### config.mk
export PLATFORM = sky130hd
export DESIGN_NAME = event_link_top
export DESIGN_NICKNAME = d
export VERILOG_FILES = /design/src/hdl/ctrl_pkg.sv /design/src/hdl/link_pkg.sv /design/src/hdl/event_link_top.sv /design/src/hdl/event_matcher.sv /design/src/hdl/frame_builder.sv /design/src/hdl/segment_buffer.sv /design/src/hdl/cfg_control.sv
export VERILOG_INCLUDE_DIRS = /design/src /design/src/hdl
export SDC_FILE = /design/constraint.sdc
export NUM_CORES = 1
export LEC_CHECK = 0
export BUFFER_PORTS_ARGS = -buffer_cell sky130_fd_sc_hd__buf_4
export CAP_MARGIN = 20
export CORE_MARGIN = 2
export CORE_UTILIZATION = 30
export CTS_BUF_LIST = sky130_fd_sc_hd__clkbuf_4
export DETAILED_ROUTE_END_ITERATION = 10
export PLACE_DENSITY = 0.45
export SYNTH_ARGS = -nofsm -noshare
export SYNTH_HDL_FRONTEND = slang
export SYNTH_SLANG_ARGS = --single-unit
### constraint.sdc
create_clock -name app_clk -period 12.22 [get_ports app_clk]
set_clock_uncertainty 0.05 [all_clocks]
set_input_delay 0.611 -clock app_clk [delete_from_list [all_inputs] [get_ports app_clk]]
set_output_delay 0.611 -clock app_clk [all_outputs]
set_load 0.005 [all_outputs]
### src/hdl/link_defs.svh
`ifndef LINK_DEFS_SVH
`define LINK_DEFS_SVH

// Frame geometry
`define LINK_FRAME_WORDS   64
`define LINK_SEG_BYTES     16

// K-symbols on the link
`define LINK_K_COMMA       8'hBC   // K28.5
`define LINK_K_START       8'h5C   // Segment start
`define LINK_K_STOP        8'h3C   // Segment stop

`define LINK_BEACON        8'h7E

// Event slot periods in words
`define LINK_COMMA_PERIOD  4
`define LINK_BEACON_PERIOD 7

// Configuration addresses above the data bytes
`define CFG_ADDR_SEG_ADDR  5'd16
`define CFG_ADDR_AFTER_EV  5'd17
`define CFG_ADDR_BEFORE_EV 5'd18

`endif
### src/hdl/ctrl_pkg.sv
package ctrl_pkg;

    // Covers the 16 data bytes plus the control registers
    typedef logic [4:0] cfg_addr_t;

    // Four-phase handshake slave
    typedef enum logic [1:0] {
        IDLE,           // Waiting for req
        ACK,            // Write strobe cycle
        WAIT_REQ_LOW    // Ack high until host drops req
    } cfg_state_t;

endpackage

### src/hdl/link_pkg.sv
`include "link_defs.svh"

package link_pkg;

    // One byte lane of the link
    typedef logic [7:0] link_byte_t;

    // Event byte in [15:8], data byte in [7:0]
    typedef logic [15:0] link_word_t;

    // Bit 1 flags the event byte, bit 0 the data byte
    typedef logic [1:0] k_flags_t;

    // Position of a word inside the frame
    typedef logic [$clog2(`LINK_FRAME_WORDS)-1:0] word_index_t;

    // Position of a data byte inside the segment
    typedef logic [$clog2(`LINK_SEG_BYTES)-1:0] seg_index_t;

    typedef logic [15:0] checksum_t;

endpackage

### src/hdl/event_link_top.sv
`timescale 1ns/1ps

module event_link_top
    import link_pkg::*;
    import ctrl_pkg::*;
(
    input  logic       app_clk,
    input  logic       reset_i,
    input  logic       cfg_req_i,
    input  cfg_addr_t  cfg_addr_i,
    input  link_byte_t cfg_data_i,
    output logic       cfg_ack_o,
    input  logic       link_ready_i,
    output link_word_t tx_data_o,
    output k_flags_t   tx_is_k_o,
    input  link_byte_t app_ev_i,
    input  link_word_t rx_data_i,
    output logic       after_match_o,
    output logic       before_match_o
);

    logic       seg_we;
    logic       after_we;
    logic       before_we;
    seg_index_t rd_index;
    logic       rd_addr_sel;
    link_byte_t rd_data;

    cfg_control cfg_control_i (
        .app_clk     (app_clk),
        .reset_i     (reset_i),
        .cfg_req_i   (cfg_req_i),
        .cfg_addr_i  (cfg_addr_i),
        .cfg_ack_o   (cfg_ack_o),
        .seg_we_o    (seg_we),
        .after_we_o  (after_we),
        .before_we_o (before_we)
    );

    // Data lane goes straight to the targets
    segment_buffer segment_buffer_i (
        .app_clk       (app_clk),
        .reset_i       (reset_i),
        .we_i          (seg_we),
        .wr_addr_i     (cfg_addr_i),
        .wr_data_i     (cfg_data_i),
        .rd_index_i    (rd_index),
        .rd_addr_sel_i (rd_addr_sel),
        .rd_data_o     (rd_data)
    );

    frame_builder frame_builder_i (
        .app_clk       (app_clk),
        .reset_i       (reset_i),
        .link_ready_i  (link_ready_i),
        .rd_data_i     (rd_data),
        .rd_index_o    (rd_index),
        .rd_addr_sel_o (rd_addr_sel),
        .tx_data_o     (tx_data_o),
        .tx_is_k_o     (tx_is_k_o)
    );

    event_matcher event_matcher_i (
        .app_clk        (app_clk),
        .reset_i        (reset_i),
        .after_we_i     (after_we),
        .before_we_i    (before_we),
        .code_i         (cfg_data_i),
        .app_ev_i       (app_ev_i),
        .rx_event_i     (rx_data_i[15:8]),  // Upper byte is the event slot
        .after_match_o  (after_match_o),
        .before_match_o (before_match_o)
    );

endmodule

### src/hdl/event_matcher.sv
`timescale 1ns/1ps

module event_matcher import link_pkg::*; (
    input  logic       app_clk,
    input  logic       reset_i,
    input  logic       after_we_i,
    input  logic       before_we_i,
    input  link_byte_t code_i,
    input  link_byte_t app_ev_i,
    input  link_byte_t rx_event_i,
    output logic       after_match_o,
    output logic       before_match_o
);

    link_byte_t after_code;
    link_byte_t before_code;

    // Select codes from the configuration port
    always_ff @(posedge app_clk) begin
        if (reset_i) begin
            after_code  <= '0;
            before_code <= '0;
        end else begin
            if (after_we_i)
                after_code <= code_i;
            if (before_we_i)
                before_code <= code_i;
        end
    end

    // One cycle of latency on both paths
    always_ff @(posedge app_clk) begin
        if (reset_i) begin
            after_match_o  <= 1'b0;
            before_match_o <= 1'b0;
        end else begin
            after_match_o  <= (app_ev_i == after_code);
            before_match_o <= (rx_event_i == before_code);  // Event byte off the link
        end
    end

endmodule

### src/hdl/frame_builder.sv
`timescale 1ns/1ps

`include "link_defs.svh"

module frame_builder import link_pkg::*; (
    input  logic       app_clk,
    input  logic       reset_i,
    input  logic       link_ready_i,
    input  link_byte_t rd_data_i,
    output seg_index_t rd_index_o,
    output logic       rd_addr_sel_o,
    output link_word_t tx_data_o,
    output k_flags_t   tx_is_k_o
);

    localparam int SLOT_W = $bits(word_index_t) - 1;

    // Buffer positions on odd words
    localparam logic [SLOT_W-1:0] J_START = 0;
    localparam logic [SLOT_W-1:0] J_ADDR  = 1;
    localparam logic [SLOT_W-1:0] J_DATA0 = 2;
    localparam logic [SLOT_W-1:0] J_STOP  = J_DATA0 + `LINK_SEG_BYTES;
    localparam logic [SLOT_W-1:0] J_CS_HI = J_STOP + 1;
    localparam logic [SLOT_W-1:0] J_CS_LO = J_STOP + 2;

    word_index_t       idx;
    logic [SLOT_W-1:0] slot;
    logic [SLOT_W-1:0] data_pos;
    logic              odd_word;
    logic              in_segment;
    link_byte_t        ev_byte;
    link_byte_t        data_byte;
    logic              ev_is_k;
    logic              data_is_k;
    checksum_t         csum_acc;
    checksum_t         csum_val;

    assign odd_word   = idx[0];
    assign slot       = idx[$bits(word_index_t)-1:1];
    assign in_segment = (slot >= J_ADDR) && (slot < J_STOP);  // Address and data bytes

    assign data_pos      = slot - J_DATA0;
    assign rd_index_o    = data_pos[$bits(seg_index_t)-1:0];
    assign rd_addr_sel_o = (slot == J_ADDR);

    assign csum_val = 16'hFFFF - csum_acc;

    // Comma wins over beacon in the event slot
    always_comb begin
        ev_byte = '0;
        ev_is_k = 1'b0;
        if (idx % `LINK_COMMA_PERIOD == 0) begin
            ev_byte = `LINK_K_COMMA;
            ev_is_k = 1'b1;
        end else if (idx % `LINK_BEACON_PERIOD == 0) begin
            ev_byte = `LINK_BEACON;
        end
    end

    // Even words carry the distributed bus, which is idle here
    always_comb begin
        data_byte = '0;
        data_is_k = 1'b0;
        if (odd_word) begin
            if (slot == J_START) begin
                data_byte = `LINK_K_START;
                data_is_k = 1'b1;
            end else if (in_segment) begin
                data_byte = rd_data_i;
            end else if (slot == J_STOP) begin
                data_byte = `LINK_K_STOP;
                data_is_k = 1'b1;
            end else if (slot == J_CS_HI) begin
                data_byte = csum_val[15:8];
            end else if (slot == J_CS_LO) begin
                data_byte = csum_val[7:0];
            end
        end
    end

    always_ff @(posedge app_clk) begin
        if (reset_i || !link_ready_i) begin
            idx       <= '0;    // Frame restarts when the link comes back
            csum_acc  <= '0;
            tx_data_o <= '0;
            tx_is_k_o <= '0;
        end else begin
            if (idx == word_index_t'(`LINK_FRAME_WORDS - 1))
                idx <= '0;
            else
                idx <= idx + 1'b1;
            tx_data_o <= {ev_byte, data_byte};
            tx_is_k_o <= {ev_is_k, data_is_k};
            if (idx == '0)
                csum_acc <= '0;
            else if (odd_word && in_segment)
                csum_acc <= csum_acc + checksum_t'(rd_data_i);
        end
    end

endmodule

### src/hdl/segment_buffer.sv
`timescale 1ns/1ps

`include "link_defs.svh"

module segment_buffer
    import link_pkg::*;
    import ctrl_pkg::*;
(
    input  logic       app_clk,
    input  logic       reset_i,
    input  logic       we_i,
    input  cfg_addr_t  wr_addr_i,
    input  link_byte_t wr_data_i,
    input  seg_index_t rd_index_i,
    input  logic       rd_addr_sel_i,
    output link_byte_t rd_data_o
);

    link_byte_t data_q [`LINK_SEG_BYTES];
    link_byte_t seg_addr_q;
    seg_index_t wr_index;

    assign wr_index = wr_addr_i[$bits(seg_index_t)-1:0];

    always_ff @(posedge app_clk) begin
        if (reset_i) begin
            seg_addr_q <= '0;
            for (int i = 0; i < `LINK_SEG_BYTES; i++)
                data_q[i] <= '0;
        end else if (we_i) begin
            if (wr_addr_i == `CFG_ADDR_SEG_ADDR)
                seg_addr_q <= wr_data_i;
            else
                data_q[wr_index] <= wr_data_i;  // Addresses 0..15
        end
    end

    // Frame builder registers this combinational read
    assign rd_data_o = rd_addr_sel_i ? seg_addr_q : data_q[rd_index_i];

endmodule

### src/hdl/cfg_control.sv
`timescale 1ns/1ps

`include "link_defs.svh"

module cfg_control import ctrl_pkg::*; (
    input  logic      app_clk,
    input  logic      reset_i,
    input  logic      cfg_req_i,
    input  cfg_addr_t cfg_addr_i,
    output logic      cfg_ack_o,
    output logic      seg_we_o,
    output logic      after_we_o,
    output logic      before_we_o
);

    cfg_state_t state;
    cfg_state_t state_next;
    logic       write_cycle;

    always_comb begin
        state_next = state;
        case (state)
            IDLE: begin
                if (cfg_req_i)
                    state_next = ACK;
            end
            ACK:  state_next = WAIT_REQ_LOW;  // Single write, then hold ack
            WAIT_REQ_LOW: begin
                if (!cfg_req_i)
                    state_next = IDLE;
            end
            default: state_next = IDLE;
        endcase
    end

    always_ff @(posedge app_clk) begin
        if (reset_i)
            state <= IDLE;
        else
            state <= state_next;
    end

    // Targets capture on the edge that leaves ACK, the same edge that raises ack
    assign write_cycle = (state == ACK);

    // Segment buffer owns 0..16 (data bytes and segment address)
    assign seg_we_o    = write_cycle && (cfg_addr_i <= `CFG_ADDR_SEG_ADDR);
    assign after_we_o  = write_cycle && (cfg_addr_i == `CFG_ADDR_AFTER_EV);
    assign before_we_o = write_cycle && (cfg_addr_i == `CFG_ADDR_BEFORE_EV);
    // Anything above 18 still gets acked without a strobe

    assign cfg_ack_o = (state == WAIT_REQ_LOW);

endmodule

; ---- Word level (Yosys, flattened, before mapping)
; Memory sizes are Yosys's and may differ from the RTL's.
; Index checks and enable logic that the tools add are counted.
; Widths: inputs -> output; s select.
[totals]
regBits = 68
mem_bits_rw = 128
input_bits = 41
elab_cells = 82
n_memories = 1
[memory_table]
columns = name, depth, width, rd, rd_clocked_by_memory_dff, write_ports, line_no
row1 = segment_buffer_i.data_q, 16, 8, 1, 0, 16, segment_buffer.sv:19  ; link_byte_t data_q [`LINK_SEG_BYTES];
[classes]
add_sub_neg = 4
div_mod_pow = 1
order_cmp = 3
eq_ne = 14
mux = 24
n_bitwise = 1
n_reduce_logical = 20
[op_table]
columns = op, count
row1 = $logic_not 32->1, 2
row2 = $mux 8, 7
row3 = $mod 6x3->32 const B, 1
row4 = $eq 5x5->1 const B, 6
row5 = $add 16x8->16, 1
row6 = $eq 8x8->1, 2
row7 = $sub 16x16->16 const A, 1
row8 = $mux 7, 2
row9 = $mux 1, 11
row10 = $reduce_or 2->1, 4
row11 = $reduce_or 8->1, 1
row12 = $add 6x1->6 const B, 1
row13 = $eq 6x6->1 const B, 1
row14 = $logic_not 6->1, 1
row15 = $pmux 2 s3, 1
row16 = $eq 5x1->1 const B, 1
row17 = $ge 5x1->1 const B, 1
row18 = $le 5x5->1 const B, 1
row19 = $logic_and 1x1->1, 5
row20 = $logic_not 5->1, 1
row21 = $lt 5x5->1 const B, 1
row22 = $mux 2, 2
row23 = $mux 4, 1
row24 = $ne 2x2->1 const B, 2
row25 = other kinds (9), 10

; ---- Depth between registers and ports, before layout
; Gate-level depths: netlist (run 1).
[depth]
depth_word = 7
mapped_depth = 22

; ---- By module
; Synthesis (run 1) repeated with hierarchy kept, for this count alone.
[hier_totals]
cells_unflattened = 853
area_unflattened_um2 = 9793.1
[modules_own_cells]
columns = module, instances, cells_per_inst, area_per_inst_um2, seq_area_each_um2
row1 = segment_buffer, 1, 425, 6279.8, 4003.8
row2 = frame_builder, 1, 340, 2602.5, 680.7
row3 = event_matcher, 1, 76, 793.3, 360.3
row4 = cfg_control, 1, 12, 117.6, 40.0

; ---- Least setup slack after synthesis (run 1)
; OpenSTA, ideal clock, no wires.
[synth_timing]
path_type = register to register
start = reg frame_builder_i.idx[1]
end = reg frame_builder_i.tx_data_o[9]
t_arrival_ns = 4.953
path_slack_ns = 7.151
stages_incl_launch_ff = 22
path_buffers = 3
period_less_slack_ns = 5.069
path_cell_list = dfxtp_1 clkbuf_1 clkbuf_8 inv_1 ha_1 and3b_1 o21a_4 nor3_1 mux2i_1 ha_1 clkdlybuf4s18_2 inv_1 a31o_2 a32o_2 nand2_2 xnor2_1 ha_1 a2111oi_0 a31oi_1 or4_1 a2111oi_1 nor2b_1
[synth_between]
elab_chain_len = 3
[synth_lines]
columns = item, line_no
row1 = start: declaration, frame_builder.sv:26  ; word_index_t idx;
row2 = start signal: assignment, frame_builder.sv:91  ; idx <= idx + 1'b1;
row3 = $mod 6x3->32 (no line), -
row4 = $logic_not 32->1, frame_builder.sv:55  ; end else if (idx % `LINK_BEACON_PERIOD == 0) begin
row5 = $mux 7, frame_builder.sv:55
row6 = end signal: assignment, frame_builder.sv:92  ; tx_data_o <= {ev_byte, data_byte};
row7 = end: declaration, frame_builder.sv:12  ; output link_word_t tx_data_o,
; Several ways; a longest one is shown, not always the timed one.
; A chain may end at the register's enable or synchronous reset.

; ---- Final worst setup path (run 1)
[layout_timing]
start = reg frame_builder_i.idx[2]
end = reg frame_builder_i.tx_data_o[9]
[layout_between]
elab_chain_len = 3
[layout_lines]
columns = item, line_no
row1 = $mod 6x3->32 (no line), -
row2 = $logic_not 32->1, frame_builder.sv:55
row3 = $mux 7, frame_builder.sv:55
; Every way passes these cells.

==> flow_summary.yaml, run 1 <==
outcome:
  status: "finished, final reports clean"
synth:
  yosysTopAreaCell: "edfxtp_1"
  synth_edf_count: 128
  synth.avg_cell_area_um2: 11.8
  ys.warnings.count: 0
  synthAdderAreaFrac: 0.0250
  synthMuxAreaShare: 0.132
  yosys-top-cells-area: "edfxtp_1 (39%), dfxtp_1 (13%), mux4_2 (9.2%)"
  synth_area_um2: 9790
  ys_types: 73
  ys_async_sr_fraction: 0
  synth_top_area_frac: 0.393
  ys_ff_latch: 190
  synth_cells: 827
  synth_compound_area_frac: 0.0753
  synth_xor_area_frac: 0.0242
  synth_nets: 887
  ys.flop_type: "edfxtp_1"
  synth_top_family_by_area: "simple AND/OR/NAND/NOR gates"
  synthSimpleGateAreaFrac: 0.184
  synth_seq_area_share: 0.519
floorplanning:
  initial_core_util: 0.302
  ioPinCount: 62
  die_area_um2: 34100
  fp.dieH_um: 185
  fp-row-count: 66
  die_w_um: 185
  core_um2: 32400
routing:
  vias: 6198
  ant_nets: 0
  routed_wl_um: 24200
  dr.pass1.iters: 5
  wl_per_cell_um: 18.6
  route.detailed.drc: 0
  via_per_inst: 4.76
  drtIter0Drc: 388
cells_and_area:
  area_delta_synth_final_pct: 10.0
  fin_area_um2: 10800
  drive_above_1_share: 0.201
  layout_commonest_cell: "and2_1"
  final_cell_mix: "and2_1 (131), edfxtp_1 (128), nor2_1 (63)"
  n_fill_cell: 3280
  nets: 906
clock_network:
  ctsHtreeMaxLevel: 4
  clock_path_buffers: 2
  cts_resized: 0
  insertion_delay_ns: 0.61
  numCtsBuffers: 17
  cts-root-buf: "clkbuf_4"
  ctsHoldBuffers: 0
  cts_tree: "built"
  cts_sinks: 190
  clk_pin_slew_ns: 0.17
  postCtsSetupBuffers: 0
worst_setup_path:
  path_class: "reg -> reg"
  cp_max_fo: 50
  critPathCaptureType: "flop"
  critPathRequiredTime_ns: 12.70
  critical_path_arrival_ns: 6.55
  rrSetupSlack_ns: 6.15
  start_kind: "flop"
grt:
  grt_max_degree: 51
  grt_use_total: 0.150
  gr-total-overflow: 0
  grt_pass1_vias: 6335
  grt_pass1_wl_um: 37900
  antenna_found_initial: 1
timing:
  drv_slew: 0
  hold_viol: 0
  fin_crit_ns: 6.07
  rsz0062_at_grt: "no"
  setup_viol: 0
  worstMarginPinSlew_ns: 1.02
  slew_headroom: 0.299
  fmax_mhz: 165
  tns_ns: 0
  fin_crit_sh: 0.497
placement:
  place.gp.congestion: 0.756
  place_area_um2: 10500
  port_buffers: 52
  hpwl_um: 15800
power:
  p_per_area_nw_per_um2: 108
  p_sw_mw: 0.299
  peakVddDrop_v: 0.0000621
  p_clk_frac: 0.320
  swShare: 0.257
  p_int_mw: 0.864
  p_comb_frac: 0.071
  pwr-share-seq: 0.609
  p_leak_nw: 3.96
hold_path:
  hp-class: "in -> reg"
job:
  drv_cap: 0
-- worst paths after layout --
| check | start | end | depth (start not counted) |
|---|---|---|---|
| setup / recovery | frame_builder_i.idx[2] | frame_builder_i.tx_data_o[9] | 19 |
| hold / removal | cfg_req_i | cfg_control_i.state[1] | 3 |
| setup reg to reg | frame_builder_i.idx[2] | frame_builder_i.tx_data_o[9] | 19 |
| hold reg to reg | cfg_control_i.state[1] | cfg_control_i.state[0] | 1 |
-- cell type report --
class	count	area, um2	area share
multi-input combinational	560	4330	0.402
tap	442	553	0.0513
inverter	20	75.1	0.00697
antenna	1	2.50	0.000232
clock buffer	17	128	0.0118
sequential	190	5090	0.472
timing repair buffer	57	428	0.0397
clock inverter	15	173	0.0160
-- synth_stat cells, types with 6 or more instances --
| cell | number |
|---|---|
| a21oi_1 | 30 |
| o21ai_0 | 22 |
| mux2i_1 | 28 |
| xnor2_1 | 22 |
| clkbuf_1 | 28 |
| nor2_1 | 63 |
| nand3_1 | 15 |
| nor2b_1 | 6 |
| dfxtp_1 | 62 |
| edfxtp_1 | 128 |
| ha_1 | 18 |
| nand2_1 | 37 |
| inv_1 | 19 |
| o211ai_1 | 7 |
| a211oi_1 | 7 |
| mux4_2 | 40 |
| nor3_1 | 9 |
| nand4_1 | 9 |
| buf_4 | 8 |
| mux2_2 | 10 |
| or2_2 | 17 |
| buf_1 | 12 |
| and2_1 | 131 |
-- power groups by stage --
| stage | logic [mW] | registers (mW) | clock network (mW) |
|---|---|---|---|
| 6_report | 0.0831 | 0.708 | 0.372 |
| 5_1_grt | 0.0915 | 0.710 | 0.409 |
| 4_1_cts | 0.0852 | 0.708 | 0.387 |
| 3_5_place_dp | 0.0850 | 0.722 | 0 |
| 3_3_place_gp | 0.0852 | 0.722 | 0 |
| 2_1_floorplan | 0.0524 | 0.719 | 0 |
-- worst max-delay path, cell delays in order, from the launching register on --
cell and delay [ns]:
dfxtp_2 0.35, buf_4 0.57, inv_1 0.33, ha_1 0.38
and3b_1 0.22, o21a_4 0.24, nor3_1 0.38, mux2i_1 0.44
ha_1 0.43, inv_1 0.10, a31o_2 0.26, a32o_2 0.31
nand2_2 0.12, xnor2_1 0.08, ha_1 0.24, a2111oi_0 0.42
a31oi_1 0.06, or4_1 0.41, a2111oi_1 0.45, nor2b_1 0.17
-- per-layer routing --
metal	track usage	wire length [um]	vias up
li1	-	-	3029
met1	0.208	11600	3036
met2	0.249	11600	122
met3	0.0271	777	11
met4	0.0267	136	0
met5	0	0	-
-- registers in the layout, summed over array words and instances, names as in the netlist --
name and count:
frame_builder_i.csum_acc 16, event_matcher_i.after_code 8, segment_buffer_i.data_q 128, frame_builder_i.tx_data_o 10, frame_builder_i.tx_is_k_o 2, cfg_control_i.state 2
frame_builder_i.idx 6, segment_buffer_i.seg_addr_q 8, event_matcher_i.after_match_o 1, event_matcher_i.before_match_o 1, event_matcher_i.before_code 8
-- cell families (layout without fill, tap and decap cells) --
group                      count (synthesis)  after routing
xor gates and xnor gates                  27             27
buffers and inverters                     77            109
muxes                                     78             78
and+or+nand+nor                          327            327
other                                      1              2
adders and majority gates                 19             19
DFF                                      190            190
AOI/OAI and AO/OA                        108            108
-- through the flow --
| step | power, mW | util | instances | setup WS (ns) | hold slack (ns) |
|---|---|---|---|---|---|
| 5_1_grt | 1.21 | 0.333 | 1302 | 5.68 | 0.145 |
| 4_1_cts | 1.18 | 0.333 | 1301 | 6.06 | 0.147 |
| 3_5_place_dp | 0.807 | 0.323 | 1269 | 6.15 | 0.381 |
| 3_3_place_gp | 0.807 | 0.323 | 1269 | 6.13 | 0.373 |
| 2_1_floorplan | 0.771 | - | 827 | 7.15 | 0.366 |
| 6_report | 1.16 | 0.333 | 1302 | 6.15 | 0.202 |
(Power assumes the default switching activity.)
==> run 2, diff against run 1 <==
- clock period: 12.22 -> 5.66 ns (I/O delays scaled with it)
==> run 2 against run 1 <==
Net effect:
- wire length grew 1.2%
- maximum frequency grew 20%
- setup slack worse by 5.5 ns
- count of clock-buffer cells in the layout unchanged
- flip-flop and latch count did not move
- hold slack got worse by 0.16 ns
- via count is 1.5% higher
- largest cell class unchanged
==> flow_summary.yaml, run 2 (same netlist as run 1, synthesis figures left out) <==
worst_setup_path:
  slowest_stage: "dfxtp_2"
  critPathMostFrequentCell: "ha_1"
  path_buf_inv: 2
  path_class: "reg -> reg"
  critical_path_arrival_ns: 5.56
  critPathCaptureType: "flop"
  cp_max_fo: 14
  start_kind: "flop"
  max_stage_delay_ns: 0.52
  critPathRequiredTime_ns: 6.15
  cp_top_family: "compound AO/OA/AOI/OAI gates"
  crit_path_cell_trace: "nand2_1, inv_1, ha_1, nand2b_1, o21a_1, nor3_1, mux2i_1, ha_1, inv_1, a31o_2, a32o_2, nand2_2, xnor2_1, ha_1, a2111oi_0, a31oi_1, or4_1, a2111oi_1, nor2b_1"
clock_network:
  cts_sinks: 190
  ctsHtreeMaxLevel: 4
  cts_tree: "built"
  insertion_delay_ns: 0.62
  cts-root-buf: "clkbuf_4"
  numCtsBuffers: 17
  postCtsSetupBuffers: 0
  clk_pin_slew_ns: 0.17
  clock_path_buffers: 2
timing:
  drv_slew: 0
  tns_ns: 0
  rsz0062_at_grt: "no"
  fin_crit_ns: 5.06
  setup_viol: 0
  slew_headroom: 0.291
  fin_crit_sh: 0.894
  hold_viol: 0
  worstMarginPinSlew_ns: 1.03
  fmax_mhz: 198
cells_and_area:
  regMostFlops: "segment_buffer_i.data_q"
  final-seq-area_um2: 5090
  fin_area_um2: 10900
  largest_reg_flops: 128
  final_cell_mix: "and2_1 (131), edfxtp_1 (128), buf_4 (67)"
  layout_commonest_cell: "and2_1"
  drive_above_1_share: 0.209
  top_regs: "segment_buffer_i.data_q x128, frame_builder_i.csum_acc x16, frame_builder_i.tx_data_o x10"
  area_delta_synth_final_pct: 11.8
  n_fill_cell: 3294
  nets: 927
  multi_input_area_um2: 4330
  fin_cells: 1323
routing:
  route.detailed.drc: 0
  routed_wl_um: 24500
  ant_nets: 0
  dr.pass1.iters: 5
  vias: 6291
  via_per_inst: 4.76
  drtIter0Drc: 456
  wl_per_cell_um: 18.5
grt:
  grt_max_degree: 55
  gr-total-overflow: 0
  grt_pass1_vias: 6489
  antenna_found_initial: 1
  grt_use_total: 0.151
  grt_pass1_wl_um: 38400
power:
  pwr-share-seq: 0.613
  swShare: 0.265
  power_mw: 2.49
  p_comb_frac: 0.075
  p_per_area_nw_per_um2: 227
  p_leak_nw: 4.06
  p_sw_mw: 0.661
  p_int_mw: 1.83
  p_clk_frac: 0.312
  peakVddDrop_v: 0.000136
placement:
  place_inst: 1280
  hpwl_um: 16100
  port_buffers: 52
  place.gp.congestion: 0.782
  place_area_um2: 10600
floorplanning:
  initial_core_util: 0.302
  ioPinCount: 62
  core_um2: 32400
  die_w_um: 185
  fp-row-count: 66
  die_area_um2: 34100
  fp.dieH_um: 185
job:
  drv_cap: 0
hold_path:
  hp-class: "in -> reg"
outcome:
  status: "finished, final reports clean"
run 2: per-layer routing:
metal	vias up	global-route usage	routed length [um]
li1	3070	-	-
met1	3089	0.203	11600
met2	113	0.253	11800
met3	19	0.0292	810
met4	0	0.0289	189
met5	-	0	0
run 2: layout make-up:
class	instances	area share
sequential	190	0.465
multi-input combinational	560	0.395
timing repair buffer	78	0.0569
tap	442	0.0505
clock inverter	15	0.0141
clock buffer	17	0.0117
inverter	20	0.00686
antenna	1	0.000229
run 2: worst paths after layout:
path                           from  cells after the start                            end  slack (ns)
max          frame_builder_i.idx[3]                     19   frame_builder_i.tx_data_o[9]        0.60
min                   cfg_data_i[5]                      3  event_matcher_i.after_code[5]        0.04
max reg2reg  frame_builder_i.idx[3]                     19   frame_builder_i.tx_data_o[9]        0.60
min reg2reg  cfg_control_i.state[0]                      1         cfg_control_i.state[0]        0.40
run 2: repair_timing:
item	4_1_cts	5_1_grt
resized for setup	0	1
setup endpoints to repair	0	2
endpoints found under the hold margin	6	1
hold buffers	9	1
run 2: tightest hold or removal path: cells and delay by family:
family / cells / cell delay [ns]
buffers and inverters: 1 / 0.19
muxes: 1 / 0.15
and+or+nand+nor: 1 / 0.05
run 2: power by group through the flow:
stage	Sequential [mW]	Clock (mW)	Combinational [mW]
after floorplan	1.55	0	0.113
after global placement	1.56	0	0.188
after detailed placement	1.56	0	0.188
after CTS	1.53	0.796	0.192
after global routing	1.53	0.852	0.206
final	1.53	0.775	0.187
run 2: metrics by stage:
stage / setup WS, ns / utilization / hold WS, ns
finish: 0.599 / 0.338 / 0.0423
global route: 0.0476 / 0.338 / 0.00105
CTS: 0.408 / 0.338 / 0.00239
detailed placement: 0.459 / 0.326 / 0.387
global placement: 0.594 / 0.326 / 0.374
floorplan: 0.591 / - / 0.366
==> run 3, diff against run 2 <==
- ABC_CLOCK_PERIOD_IN_PS: default -> 5660
- CTS_BUF_LIST: sky130_fd_sc_hd__clkbuf_4 -> sky130_fd_sc_hd__clkbuf_8
==> run 3 against run 2 <==
Net effect:
- final cell count is 0.60% lower
- largest cell class unchanged
- via count shrank 0.52%
- non-clock buffer count is 7 lower
- critical endpoint unchanged
- count of clock-buffer cells in the layout increased by 2
- hold slack worse by 0.0099 ns
- first-iteration DRC count is 4.4% higher
- die area did not move
- combinational power barely moved
- core utilization increased by 0.17 points
- flip-flop and latch count stayed put
==> flow_summary.yaml, run 3 (same netlist as run 1, synthesis figures left out) <==
grt:
  gr-usage-met1: 0.204
  grt.busiest_layer: "met2"
  antenna_found_initial: 0
  grt_max_degree: 55
  grt_use_total: 0.150
  use_met2: 0.252
  grt_pass1_vias: 6471
  gr-total-overflow: 0
  grt_pass1_wl_um: 38300
  grtUsageMet3: 0.0241
cells_and_area:
  utilization: 0.340
  area_delta_synth_final_pct: 12.4
  layout_commonest_cell: "and2_1"
  nets: 920
  largest_reg_flops: 128
  drive_above_1_share: 0.213
  fin_area_um2: 11000
  insertedDiodeCount: 0
  final_cell_mix: "and2_1 (131), edfxtp_1 (128), buf_4 (67)"
  regMostFlops: "segment_buffer_i.data_q"
  top_regs: "segment_buffer_i.data_q x128, frame_builder_i.csum_acc x16, frame_builder_i.tx_data_o x10"
  fin_cells: 1315
  n_fill_cell: 3283
timing:
  fmax_mhz: 197
  worstMarginPinSlew_ns: 1.01
  hold_viol: 0
  fin_crit_ns: 5.06
  setup_viol: 0
  tns_ns: 0
  layout_setup_ws_ns: 0.596
  slew_headroom: 0.310
  fin_crit_sh: 0.895
  rsz0062_at_grt: "no"
  drv_slew: 0
clock_network:
  ctsHtreeMaxLevel: 4
  clock_path_buffers: 2
  clk_pin_slew_ns: 0.10
  numCtsBuffers: 17
  cts_sinks: 190
  insertion_delay_ns: 0.49
  cts_tree: "built"
  postCtsSetupBuffers: 0
  cts-root-buf: "clkbuf_8"
worst_setup_path:
  critPathCaptureType: "flop"
  rrSetupSlack_ns: 0.60
  critPathMostFrequentCell: "ha_1"
  worst-r2r-cell-count: 19
  reg2reg_from: "frame_builder_i.idx[3]"
  critPathRequiredTime_ns: 6.02
  crit_path_cell_trace: "nand2_1, inv_1, ha_1, nand2b_1, o21a_1, nor3_1, mux2i_1, ha_1, inv_1, a31o_2, a32o_2, nand2_2, xnor2_1, ha_1, a2111oi_0, a31oi_1, or4_1, a2111oi_1, nor2b_1"
  slowest_stage: "a2111oi_1"
  cp-startpoint: "frame_builder_i.idx[3]"
  max_stage_delay_ns: 0.51
  cp_max_fo: 14
  critical_path_arrival_ns: 5.43
  start_kind: "flop"
  path_class: "reg -> reg"
  r2r-end: "frame_builder_i.tx_data_o[9]"
floorplanning:
  die_area_um2: 34100
  core_um2: 32400
  ioPinCount: 62
  die_w_um: 185
  fp-row-count: 66
  fp.dieH_um: 185
  initial_core_util: 0.302
hold_path:
  min_path_cells: 4
  hp-class: "in -> reg"
  hold_end: "event_matcher_i.before_match_o"
  worstHoldStart: "rx_data_i[14]"
placement:
  place_inst: 1280
  place.gp.congestion: 0.782
  dp_slack_ns: 0.459
  port_buffers: 52
  place_area_um2: 10600
  hpwl_um: 16100
power:
  peakVddDrop_v: 0.000142
  p_leak_nw: 4.08
  p_per_area_nw_per_um2: 241
routing:
  route.detailed.drc: 0
  wl_per_cell_um: 18.5
  via_per_inst: 4.76
  drtIter0Drc: 476
  vias: 6258
  dr.pass1.iters: 5
  ant_nets: 0
  routed_wl_um: 24300
outcome:
  status: "finished, final reports clean"
job:
  drv_cap: 0
[run 3: metal layers]
metal  vias up  part of all wire
met5         -                 0
met4         0            0.0079
met3        19             0.035
met2       129              0.48
met1      3059              0.48
li1       3051                 -
[run 3: final cells by class]
class                   count  area (um2)  share of cell area
flip-flops and latches    190        5090               0.462
multi-input cells         560        4330               0.393
repair buffers             71         553              0.0503
well taps                 442         553              0.0503
clock buffers              19         262              0.0238
clock inverters            13         146              0.0133
inverters                  20        75.1             0.00682
[run 3: worst max-delay path by stage]
stage                                    to  slack, ns  cells past startpoint
3_3_place_gp   frame_builder_i.tx_data_o[9]       0.59                     19
2_1_floorplan  frame_builder_i.tx_data_o[9]       0.59                     21
6_report       frame_builder_i.tx_data_o[9]       0.60                     19
3_5_place_dp   frame_builder_i.tx_data_o[9]       0.46                     19
4_1_cts        frame_builder_i.tx_data_o[9]       0.42                     19
5_1_grt        frame_builder_i.tx_data_o[9]       0.06                     19
[run 3: what timing repair did]
action / CTS / global route
hold buffers: 3 / 0
gates resized for setup: 0 / 1
hold endpoints to repair: 2 / 0
endpoints found under the setup margin: 0 / 2
[run 3: power by group]
part,internal [mW],switching (mW),total (mW)
Clock,0.392,0.555,0.946
Sequential,1.51,0.0121,1.52
Combinational,0.0773,0.107,0.185
[run 3: critical path: cells and delay by family, from the launching register on]
family          cells  cell delay, ns
compound gates      6            1.73
xor+xnor            1            0.07
fa+ha+maj           3            0.82
buf+inv             2            0.17
flops               1            0.50
mux                 1            0.31
simple gates        6            1.35
[run 3: through the flow]
stage	hold WS [ns]	power, mW
3_3_place_gp	0.374	1.74
2_1_floorplan	0.366	1.66
3_5_place_dp	0.387	1.74
5_1_grt	0.00639	2.76
6_report	0.0325	2.66
4_1_cts	0.00331	2.69
